`src/logic/qla_macros.svh`:
```
// --------------------------------------
// shared constants for the motor channel core
// include wherever widths, offsets or limits are needed
// --------------------------------------
`ifndef QLA_MACROS_SVH
`define QLA_MACROS_SVH

// ---------------------------------------
// bus and data widths
// ---------------------------------------
`define NUM_AXES         4          // motor channels 1..4
`define DATA_W           32         // register data
`define ADDR_W           16         // register address
`define SAMPLE_W         16         // adc and dac words

// ---------------------------------------
// address map, block in [15:12], chan [7:4], offset [3:0]
// ---------------------------------------
`define ADDR_MAIN        0          // main register block
`define OFF_ADC_DATA     0          // pot | cur
`define OFF_DAC_CTRL     1          // commanded current
`define OFF_MOTOR_STATUS 12         // pin, safety and command

// ---------------------------------------
// safety check limits
// ---------------------------------------
`define MIDSCALE         16'h8000   // zero current code
`define SAFETY_MARGIN    16'h0200   // allowed excess, counts
`define SAFETY_LIMIT     4          // consecutive bad samples to trip

`endif

```
`src/logic/qla_reg_pkg.sv`:
```
// --------------------------------------
// register map types for the board register bus
// address fields, offsets and the write bus bundle
// --------------------------------------
`include "qla_macros.svh"

package qla_reg_pkg;

    // ---------------------------------------
    // address block code in addr[15:12]
    // ---------------------------------------
    // only the main block is decoded
    typedef enum logic [3:0] {
        BLK_MAIN = 4'(`ADDR_MAIN)
    } addr_block_e;

    // ---------------------------------------
    // per channel offset in addr[3:0]
    // ---------------------------------------
    typedef enum logic [3:0] {
        OFF_ADC    = 4'(`OFF_ADC_DATA),     // adc data read
        OFF_DAC    = 4'(`OFF_DAC_CTRL),     // current command r/w
        OFF_STATUS = 4'(`OFF_MOTOR_STATUS)  // motor status read
    } reg_off_e;

    // write bus as seen from the link layer
    // 1 + 1 + 16 + 32 = 50 bits
    typedef struct packed {
        logic                 wen;      // quadlet or block word write
        logic                 blk_wen;  // end of block write kicks the dac
        logic [`ADDR_W-1:0]   waddr;    // write address
        logic [`DATA_W-1:0]   wdata;    // write data
    } reg_wr_t;

endpackage

```
`src/logic/qla_motor_pkg.sv`:
```
// --------------------------------------
// motor data types shared by the channel blocks
// per axis words, adc feedback bundle, safety state
// --------------------------------------
`include "qla_macros.svh"

package qla_motor_pkg;

    // ---------------------------------------
    // per axis data
    // ---------------------------------------

    // one word per axis, index 0 is channel 1
    // 4 x 16 = 64 bits
    typedef logic [`NUM_AXES-1:0][`SAMPLE_W-1:0] axis_word_t;

    // one bit per axis, amp pins and disables
    typedef logic [`NUM_AXES-1:0] axis_mask_t;

    // ---------------------------------------
    // adc feedback
    // ---------------------------------------

    // one complete conversion, current and pot for every axis
    // 128 bits, cur in the upper half
    typedef struct packed {
        axis_word_t cur;    // motor current
        axis_word_t pot;    // pot position
    } adc_fb_t;

    // ---------------------------------------
    // safety check
    // ---------------------------------------

    // per axis state of the overcurrent check
    typedef enum logic [1:0] {
        SAFE_ARMED    = 2'd0,   // no offending sample pending
        SAFE_COUNTING = 2'd1,   // run of offending samples
        SAFE_TRIPPED  = 2'd2    // amp disabled until a clear
    } safety_state_e;

    // 2'd3 not used, decodes as tripped nowhere

endpackage

```
`src/logic/cur_cmd_bank.sv`:
```
// --------------------------------------
// commanded current bank, one word per axis
// written through OFF_DAC_CTRL, kicks the dac serializer
// --------------------------------------
`timescale 1ns/100ps
`include "qla_macros.svh"

module cur_cmd_bank (
    input  logic                    sysclk,
    input  logic                    rst_n,
    input  qla_reg_pkg::reg_wr_t    wr,             // register write bus
    input  logic                    dac_busy,       // serializer shifting
    output qla_motor_pkg::axis_word_t cur_cmd,      // commands, to dac and safety
    output logic                    dac_data_ready  // one cycle update strobe
);

    // ---------------------------------------
    // write address decode
    // ---------------------------------------
    logic [3:0] wr_blk;     // addr[15:12]
    logic [3:0] wr_chan;    // addr[7:4], 1 based
    logic [3:0] wr_off;     // addr[3:0]
    logic       wr_hit;     // write lands on a dac command
    logic       cur_cmd_req;    // pending dac update
    logic       req_issue;      // serializer takes it this cycle

    assign wr_blk  = wr.waddr[15:12];
    assign wr_chan = wr.waddr[7:4];
    assign wr_off  = wr.waddr[3:0];

    // channel 0 is the board register set, skip it and anything past the last axis
    assign wr_hit = (wr_blk == qla_reg_pkg::BLK_MAIN) &&
                    (wr_chan != 4'd0) && (wr_chan <= 4'(`NUM_AXES)) &&
                    (wr_off == qla_reg_pkg::OFF_DAC);

    assign req_issue = cur_cmd_req & ~dac_busy;

    // ---------------------------------------
    // command words
    // ---------------------------------------
    always_ff @(posedge sysclk) begin
        if (!rst_n) begin
            cur_cmd <= '0;
        end else begin
            for (int i = 0; i < `NUM_AXES; i++) begin
                if (wr_hit && wr.wen && (wr_chan == 4'(i + 1)))
                    cur_cmd[i] <= wr.wdata[`SAMPLE_W-1:0];  // low half only
            end
        end
    end

    // ---------------------------------------
    // update request, waits out dac_busy
    // ---------------------------------------
    always_ff @(posedge sysclk) begin
        if (!rst_n) begin
            cur_cmd_req    <= 1'b0;
            dac_data_ready <= 1'b0;
        end else begin
            // a write landing now is already in cur_cmd when ready rises
            if (req_issue)
                cur_cmd_req <= 1'b0;
            else if (wr_hit)
                cur_cmd_req <= cur_cmd_req | wr.blk_wen;    // merge with pending
            dac_data_ready <= req_issue;                    // registered pulse
        end
    end

endmodule

```
`src/logic/board_feedback.sv`:
```
// --------------------------------------
// adc feedback capture and amp pin synchronizer
// holds the last full conversion for readers and safety
// --------------------------------------
`timescale 1ns/100ps
`include "qla_macros.svh"

module board_feedback (
    input  logic                        sysclk,
    input  logic                        rst_n,
    input  logic                        adc_strobe,         // conversion complete
    input  qla_motor_pkg::adc_fb_t      adc_data,           // from adc engine
    input  qla_motor_pkg::axis_mask_t   amp_disable_pin,    // async, from amps
    output qla_motor_pkg::adc_fb_t      fb,                 // stable sample set
    output logic                        fb_strobe,          // fb just updated
    output qla_motor_pkg::axis_mask_t   amp_disable_sync    // pins in sysclk
);

    qla_motor_pkg::axis_mask_t pin_meta;    // first sync stage

    // ---------------------------------------
    // adc sample hold
    // ---------------------------------------
    always_ff @(posedge sysclk) begin
        if (!rst_n) begin
            fb        <= '0;
            fb_strobe <= 1'b0;
        end else begin
            if (adc_strobe)
                fb <= adc_data;     // whole set at once, no torn reads
            fb_strobe <= adc_strobe;    // marks new fb for the safety check
        end
    end

    // ---------------------------------------
    // amp disable pins, two flop sync
    // ---------------------------------------
    always_ff @(posedge sysclk) begin
        if (!rst_n) begin
            pin_meta         <= '0;
            amp_disable_sync <= '0;
        end else begin
            pin_meta         <= amp_disable_pin;
            amp_disable_sync <= pin_meta;
        end
    end

endmodule

```
`src/logic/safety_monitor.sv`:
```
// --------------------------------------
// per axis overcurrent check
// trips an amp when feedback runs well past the command
// --------------------------------------
`timescale 1ns/100ps
`include "qla_macros.svh"

module safety_monitor (
    input  logic                        sysclk,
    input  logic                        rst_n,
    input  qla_motor_pkg::axis_word_t   cur_cmd,            // commanded current
    input  qla_motor_pkg::axis_word_t   fb_cur,             // measured current
    input  logic                        fb_strobe,          // new sample in fb_cur
    input  logic                        pwr_enable_cmd,     // global clear
    input  qla_motor_pkg::axis_mask_t   amp_enable_cmd,     // per axis clear
    output qla_motor_pkg::axis_mask_t   safety_amp_disable  // latched disables
);

    localparam int CNT_W = $clog2(`SAFETY_LIMIT) + 1;

    qla_motor_pkg::safety_state_e   state [`NUM_AXES];
    logic [CNT_W-1:0]               bad_cnt [`NUM_AXES];   // consecutive offenders
    logic [`SAMPLE_W-1:0]           cmd_dev [`NUM_AXES];
    logic [`SAMPLE_W-1:0]           fb_dev  [`NUM_AXES];
    logic [`SAMPLE_W+1:0]           allow   [`NUM_AXES];   // 2*cmd_dev + margin
    logic [`NUM_AXES-1:0]           offend;
    qla_motor_pkg::axis_mask_t      clr;

    // distance from the zero current code
    function automatic logic [`SAMPLE_W-1:0] deviation(input logic [`SAMPLE_W-1:0] x);
        if (x >= `MIDSCALE)
            return x - `MIDSCALE;
        else
            return `MIDSCALE - x;
    endfunction

    // ---------------------------------------
    // sample compare
    // ---------------------------------------
    always_comb begin
        for (int i = 0; i < `NUM_AXES; i++) begin
            cmd_dev[i] = deviation(cur_cmd[i]);
            fb_dev[i]  = deviation(fb_cur[i]);
            allow[i]   = {1'b0, cmd_dev[i], 1'b0} + (`SAMPLE_W+2)'(`SAFETY_MARGIN);
            offend[i]  = {2'b00, fb_dev[i]} > allow[i];  // extra bits, no overflow
        end
    end

    assign clr = {`NUM_AXES{pwr_enable_cmd}} | amp_enable_cmd;

    // ---------------------------------------
    // per axis state machines
    // ---------------------------------------
    always_ff @(posedge sysclk) begin
        if (!rst_n) begin
            for (int i = 0; i < `NUM_AXES; i++) begin
                state[i]   <= qla_motor_pkg::SAFE_ARMED;
                bad_cnt[i] <= '0;
            end
        end else begin
            for (int i = 0; i < `NUM_AXES; i++) begin
                if (clr[i]) begin   // clear beats a trip
                    state[i]   <= qla_motor_pkg::SAFE_ARMED;
                    bad_cnt[i] <= '0;
                end else if (fb_strobe && (state[i] != qla_motor_pkg::SAFE_TRIPPED)) begin
                    if (!offend[i]) begin
                        state[i]   <= qla_motor_pkg::SAFE_ARMED;   // clean sample
                        bad_cnt[i] <= '0;
                    end else if (bad_cnt[i] == CNT_W'(`SAFETY_LIMIT - 1)) begin
                        state[i]   <= qla_motor_pkg::SAFE_TRIPPED;
                        bad_cnt[i] <= '0;
                    end else begin
                        state[i]   <= qla_motor_pkg::SAFE_COUNTING;
                        bad_cnt[i] <= bad_cnt[i] + 1'b1;
                    end
                end
            end
        end
    end

    // disable straight off the state flops
    always_comb begin
        for (int i = 0; i < `NUM_AXES; i++)
            safety_amp_disable[i] = (state[i] == qla_motor_pkg::SAFE_TRIPPED);
    end

endmodule

```
`src/logic/chan_read_mux.sv`:
```
// --------------------------------------
// channel read path for adc, dac command and status
// combinational, zero latency from reg_raddr
// --------------------------------------
`timescale 1ns/100ps
`include "qla_macros.svh"

module chan_read_mux (
    input  logic [`ADDR_W-1:0]          reg_raddr,
    input  qla_motor_pkg::axis_word_t   cur_cmd,
    input  qla_motor_pkg::adc_fb_t      fb,
    input  qla_motor_pkg::axis_mask_t   amp_disable_sync,   // pins, active high
    input  qla_motor_pkg::axis_mask_t   safety_amp_disable,
    output logic [`DATA_W-1:0]          reg_rdata
);

    localparam int IDX_W = $clog2(`NUM_AXES);

    logic [3:0]         rd_blk;     // addr[15:12]
    logic [3:0]         rd_chan;    // addr[7:4]
    logic [3:0]         rd_off;     // addr[3:0]
    logic               rd_valid;   // main block, real axis
    logic [IDX_W-1:0]   rd_idx;     // 0 based axis

    assign rd_blk  = reg_raddr[15:12];
    assign rd_chan = reg_raddr[7:4];
    assign rd_off  = reg_raddr[3:0];
    assign rd_idx  = IDX_W'(rd_chan - 4'd1);

    assign rd_valid = (rd_blk == qla_reg_pkg::BLK_MAIN) &&
                      (rd_chan != 4'd0) && (rd_chan <= 4'(`NUM_AXES));

    // ---------------------------------------
    // word assembly by offset
    // ---------------------------------------
    always_comb begin
        reg_rdata = '0;     // unmapped reads give zero
        if (rd_valid) begin
            case (rd_off)
                qla_reg_pkg::OFF_ADC:
                    reg_rdata = {fb.pot[rd_idx], fb.cur[rd_idx]};
                qla_reg_pkg::OFF_DAC:
                    reg_rdata = {16'd0, cur_cmd[rd_idx]};
                qla_reg_pkg::OFF_STATUS:
                    // [28] amp enabled, [27] safety trip, [15:0] command
                    reg_rdata = {3'b000, ~amp_disable_sync[rd_idx],
                                 safety_amp_disable[rd_idx], 11'd0, cur_cmd[rd_idx]};
                default:
                    reg_rdata = '0;
            endcase
        end
    end

endmodule

```
`src/logic/qla_motor_top.sv`:
```
// --------------------------------------
// motor channel core, top level
// register writes in, dac commands and reads out
// --------------------------------------
`timescale 1ns/100ps
`include "qla_macros.svh"

module qla_motor_top (
    input  logic                        sysclk,
    input  logic                        rst_n,
    input  qla_reg_pkg::reg_wr_t        wr,                 // register write bus
    input  logic [`ADDR_W-1:0]          reg_raddr,
    input  logic                        dac_busy,           // dac serializer busy
    input  logic                        adc_strobe,         // adc conversion done
    input  qla_motor_pkg::adc_fb_t      adc_data,
    input  qla_motor_pkg::axis_mask_t   amp_disable_pin,    // async amp pins
    input  logic                        pwr_enable_cmd,     // clears all trips
    input  qla_motor_pkg::axis_mask_t   amp_enable_cmd,     // clears one trip
    output logic [`DATA_W-1:0]          reg_rdata,
    output qla_motor_pkg::axis_word_t   dac_cmd,            // also feeds safety/read
    output logic                        dac_data_ready,     // dac update strobe
    output qla_motor_pkg::axis_mask_t   safety_amp_disable
);

    // ---------------------------------------
    // internal nets
    // ---------------------------------------
    qla_motor_pkg::adc_fb_t     fb;                 // held adc sample set
    logic                       fb_strobe;          // fb refreshed
    qla_motor_pkg::axis_mask_t  amp_disable_sync;   // pins after sync

    // command bank, drives dac_cmd straight out
    cur_cmd_bank u_cmd (
        .sysclk         (sysclk),
        .rst_n          (rst_n),
        .wr             (wr),
        .dac_busy       (dac_busy),
        .cur_cmd        (dac_cmd),
        .dac_data_ready (dac_data_ready)
    );

    // adc capture + pin sync, side by side with the bank
    board_feedback u_fb (
        .sysclk           (sysclk),
        .rst_n            (rst_n),
        .adc_strobe       (adc_strobe),
        .adc_data         (adc_data),
        .amp_disable_pin  (amp_disable_pin),
        .fb               (fb),
        .fb_strobe        (fb_strobe),
        .amp_disable_sync (amp_disable_sync)
    );

    safety_monitor u_safe (
        .sysclk             (sysclk),
        .rst_n              (rst_n),
        .cur_cmd            (dac_cmd),
        .fb_cur             (fb.cur),   // current half only
        .fb_strobe          (fb_strobe),
        .pwr_enable_cmd     (pwr_enable_cmd),
        .amp_enable_cmd     (amp_enable_cmd),
        .safety_amp_disable (safety_amp_disable)
    );

    chan_read_mux u_rd (
        .reg_raddr          (reg_raddr),
        .cur_cmd            (dac_cmd),
        .fb                 (fb),
        .amp_disable_sync   (amp_disable_sync),
        .safety_amp_disable (safety_amp_disable),
        .reg_rdata          (reg_rdata)
    );

endmodule

```
`config.mk`:
```
export PLATFORM = sky130hd
export DESIGN_NAME = qla_motor_top
export DESIGN_NICKNAME = d
export VERILOG_FILES = /design/src/logic/qla_reg_pkg.sv /design/src/logic/qla_motor_pkg.sv /design/src/logic/cur_cmd_bank.sv /design/src/logic/board_feedback.sv /design/src/logic/safety_monitor.sv /design/src/logic/chan_read_mux.sv /design/src/logic/qla_motor_top.sv
export VERILOG_INCLUDE_DIRS = /design/src /design/src/logic
export SDC_FILE = /design/constraint.sdc
export NUM_CORES = 1
export LEC_CHECK = 0
export ABC_CLOCK_PERIOD_IN_PS = 4700
export BUFFER_PORTS_ARGS = -buffer_cell sky130_fd_sc_hd__buf_2
export CORE_MARGIN = 2
export CORE_UTILIZATION = 40
export DETAILED_ROUTE_END_ITERATION = 8
export PLACE_DENSITY = 0.7
export SYNTH_ARGS = -nofsm -noshare
export SYNTH_HDL_FRONTEND = slang
export SYNTH_SLANG_ARGS = --single-unit
```
`constraint.sdc`:
```
create_clock -name sysclk -period 4.7 [get_ports sysclk]
set_clock_uncertainty 0.1 [all_clocks]
set_input_delay 0.705 -clock sysclk [delete_from_list [all_inputs] [get_ports sysclk]]
set_output_delay 0.705 -clock sysclk [all_outputs]
set_load 0.01 [all_outputs]
```
==> results.json <==
{
  "seq_area_mm2": 0.004664,
  "synth_top_flop_cell": "dfxtp_1",
  "hp-class": "in -> reg",
  "setup.worst_path.class": "reg -> reg",
  "rr_worst_depth": 13,
  "synthXorXnorAreaFrac": 0.07484,
  "cts_root_buffer": "clkbuf_16",
  "die_height_um": 196.8,
  "crit_arrival_ps": 4500,
  "die-area_mm2": 0.03871,
  "end_kind": "register",
  "cp_max_fo": 9,
  "h-tree-depth": 1,
  "cts_resized": 0,
  "placedCellCount": 2329,
  "hold_depth": 2,
  "yosys.area_share.adder": 0.06819,
  "yosysMostFrequentCell": "dfxtp_1",
  "yosysSeqAreaShare": 0.3138,
  "status": "finished clean",
  "yosysUniqueCellTypes": 69,
  "rr_endpoint": "u_safe.bad_cnt[1][1]$_SDFFCE_PN0P_",
  "fin_crit_ps": 4236,
  "worstSkewPairLatency_ps": 570,
  "vias_per_cell": 5.602,
  "fillers": 3494,
  "drc": 0,
  "cts_num_sinks": 223,
  "synthesis.area_mm2": 0.01486,
  "drt_pre_antenna_iters": 6,
  "area.growth.synth_to_final_pct": 17.69,
  "clk_pin_slew_worst_paths_ps": 60,
  "synth-compound-area-share": 0.1074,
  "synth_edf_count": 20,
  "final.setup.tns_ps": 0,
  "r2r_start": "u_cmd.cur_cmd[18]$_SDFFE_PN0P_",
  "place.gp.congestion": 0.9476,
  "grt_pass1_wl_mm": 73.70,
  "ys_ff_latch": 223,
  "core_area_mm2": 0.03661,
  "postSynthAreaPerCell_um2": 8.970,
  "final-setup-viol-count": 0,
  "cts_made_buffers": 27,
  "total_power_mw": 4.855,
  "leakage_nw": 7.496,
  "synth_top_family_by_area": "simple AND/OR/NAND/NOR gates",
  "place_hpwl_mm": 38.07,
  "multi_input_area_mm2": 0.009535,
  "rows": 70,
  "grt.met1_usage": 0.3208,
  "syn_nets": 1945,
  "vias": 13370,
  "synthCells": 1657,
  "synth_top_area_cell": "dfxtp_1",
  "p_per_area_mw_per_mm2": 277.5,
  "post-route-period-util": 0.9014,
  "maxSlewHeadroom": 0.2980,
  "min_from": "dac_busy",
  "grt_antenna_before_repair": 11,
  "fin_ws_ps": 463.6,
  "post_cts_buffers": 0,
  "busiest_layer": "met2",
  "post-place-ws_ps": 535.9,
  "yosys_warnings": 0,
  "grt_start_max_net_pins": 109,
  "drt_iter0_drc": 1133,
  "tritoncts": "yes",
  "yosys.area_share.simple": 0.2227,
  "grt_pass1_vias": 12790,
  "grt_setup_unrepaired": "no",
  "wl_per_cell_um": 20.78,
  "cts_max_path_buffers": 3,
  "fmax_ghz": 0.2361,
  "start_kind": "register",
  "netlist_top_cells_count": "dfxtp_1, nand2_1, nor2b_1",
  "cts_hold_buf": 0,
  "muxShareOfSynthArea": 0.1683,
  "io_pins": 308,
  "slew_violations": 0,
  "final_nets": 2178,
  "hold-path-endpoint": "u_cmd.dac_data_ready$_SDFF_PN0_",
  "final_cells": 2386,
  "synth_top_area_frac": 0.2734,
  "hold_violations": 0,
  "grtUsageMet3": 0.04329,
  "synth_area_leaders": "dfxtp_1, mux2i_1, mux4_2, ha_1, nor2b_1",
  "layout-drive-gt1-share": 0.2155,
  "ir_worst_vdd_v": 0.0002570,
  "worstPathRequired_ps": 4960,
  "port_buffers": 283,
  "grt_use_met2": 0.3965,
  "drt_wl_total_mm": 49.57,
  "ys_async_sr_fraction": 0,
  "track_usage": 0.2472,
  "reg2reg_slack_ps": 460,
  "drt.antenna.violating_nets": 0,
  "overflow": 0,
  "die_width_um": 196.8,
  "drv_cap": 0,
  "start_util": 0.4060,
  "tightest_slew_ps": 1040
}
==> per-stage QoR <==
step                area [um^2]  utilization  hold WS (ps)
global route              17490       0.4778         193.0
finish                    17490       0.4778         205.2
detailed placement        16650       0.4549         323.1
CTS                       17460       0.4770         175.5
floorplan                 14860            -         311.9
global placement          16650       0.4549         320.3
==> state kept, by name, indices dropped and copies added, names as in the netlist <==
signal                 cells
u_cmd.cur_cmd             64
u_cmd.cur_cmd_req          1
u_cmd.dac_data_ready       1
u_fb.amp_disable_sync      4
u_fb.fb                  128
u_fb.fb_strobe             1
u_fb.pin_meta              4
u_safe.bad_cnt            12
u_safe.state               8
==> routing by layer <==
layer	up-vias	part of all wire
li1	6321	-
met1	6348	0.41
met2	580	0.46
met3	117	0.087
met4	0	0.042
met5	-	0
==> layout make-up <==
cell class | count | share of cell area
well taps | 468 | 0.03348
repair buffers | 307 | 0.09263
diodes | 11 | 0.001574
clock inverters | 8 | 0.003648
inverters | 66 | 0.01416
flip-flops and latches | 223 | 0.2667
multi-input cells | 1265 | 0.5451
clock buffers | 38 | 0.04270
==> power breakdown <==
part / total [mW] / internal, mW / switching [mW] / leakage, nW
logic: 0.814 / 0.396 / 0.418 / 5.20
registers: 2.09 / 1.99 / 0.0981 / 1.90
clock network: 1.95 / 1.11 / 0.845 / 0.394
total: 4.85 / 3.49 / 1.36 / 7.50
==> worst max-delay path, cell delays in order (launching register included) <==
cell and delay [ps]:
dfxtp_1 430, nor4_2 720, a31oi_1 190, xor2_1 290, ha_1 260, nor3b_1 250, xor2_1 130, ha_1 320
and4_1 220, and4_1 210, o31ai_1 70, o211ai_1 90, o311ai_0 340, nor4b_1 390
==> placed cells by master, fill, tap and decap left out, types with 6 or more instances in the layout <==
| cell | netlist | final |
|---|---|---|
| ha_1 | 81 | 80 |
| diode_2 | 0 | 11 |
| and4_1 | 6 | 6 |
| a31oi_1 | 20 | 20 |
| buf_2 | 7 | 280 |
| inv_1 | 66 | 66 |
| and3_1 | 9 | 9 |
| and2_1 | 11 | 11 |
| nor3_1 | 46 | 46 |
| buf_4 | 2 | 25 |
| a21oi_1 | 78 | 78 |
| nand3b_1 | 7 | 7 |
| clkbuf_16 | 0 | 27 |
| o21ai_0 | 33 | 33 |
| nand2_1 | 164 | 164 |
| nor2_1 | 101 | 101 |
| mux4_2 | 49 | 49 |
| nor3b_1 | 13 | 13 |
| nand2b_1 | 12 | 12 |
| nand3_1 | 36 | 36 |
| dfxtp_1 | 203 | 203 |
| nor4_1 | 22 | 22 |
| xnor2_1 | 57 | 57 |
| clkbuf_1 | 71 | 8 |
| edfxtp_1 | 20 | 20 |
| xor2_1 | 70 | 70 |
| nor2b_1 | 155 | 155 |
| mux2i_1 | 137 | 137 |
| a21boi_0 | 63 | 63 |
| nand4_1 | 10 | 10 |
| a21o_1 | 6 | 6 |
==> kinds of logic after synthesis <==
family          count (synthesis)
simple gates                  625
flops                         223
mux                           187
fa+ha+maj                      81
buf+inv                       169
xor+xnor                      127
compound gates                245
==> worst max path at each step <==
| stage | startpoint | end |
|---|---|---|
| 2_1_floorplan | reg_raddr[4] | reg_rdata[13] |
| 3_3_place_gp | u_cmd.cur_cmd[34]$_SDFFE_PN0P_ | u_safe.state[2][1]$_SDFFCE_PP0P_ |
| 3_5_place_dp | u_cmd.cur_cmd[48]$_SDFFE_PN0P_ | u_safe.bad_cnt[3][1]$_SDFFCE_PN0P_ |
| 4_1_cts | u_cmd.cur_cmd[48]$_SDFFE_PN0P_ | u_safe.bad_cnt[3][1]$_SDFFCE_PN0P_ |
| 5_1_grt | u_cmd.cur_cmd[34]$_SDFFE_PN0P_ | u_safe.bad_cnt[2][2]$_SDFFCE_PN0P_ |
| 6_report | u_cmd.cur_cmd[18]$_SDFFE_PN0P_ | u_safe.bad_cnt[1][1]$_SDFFCE_PN0P_ |
No activity file was read; power rests on OpenSTA's default activity.
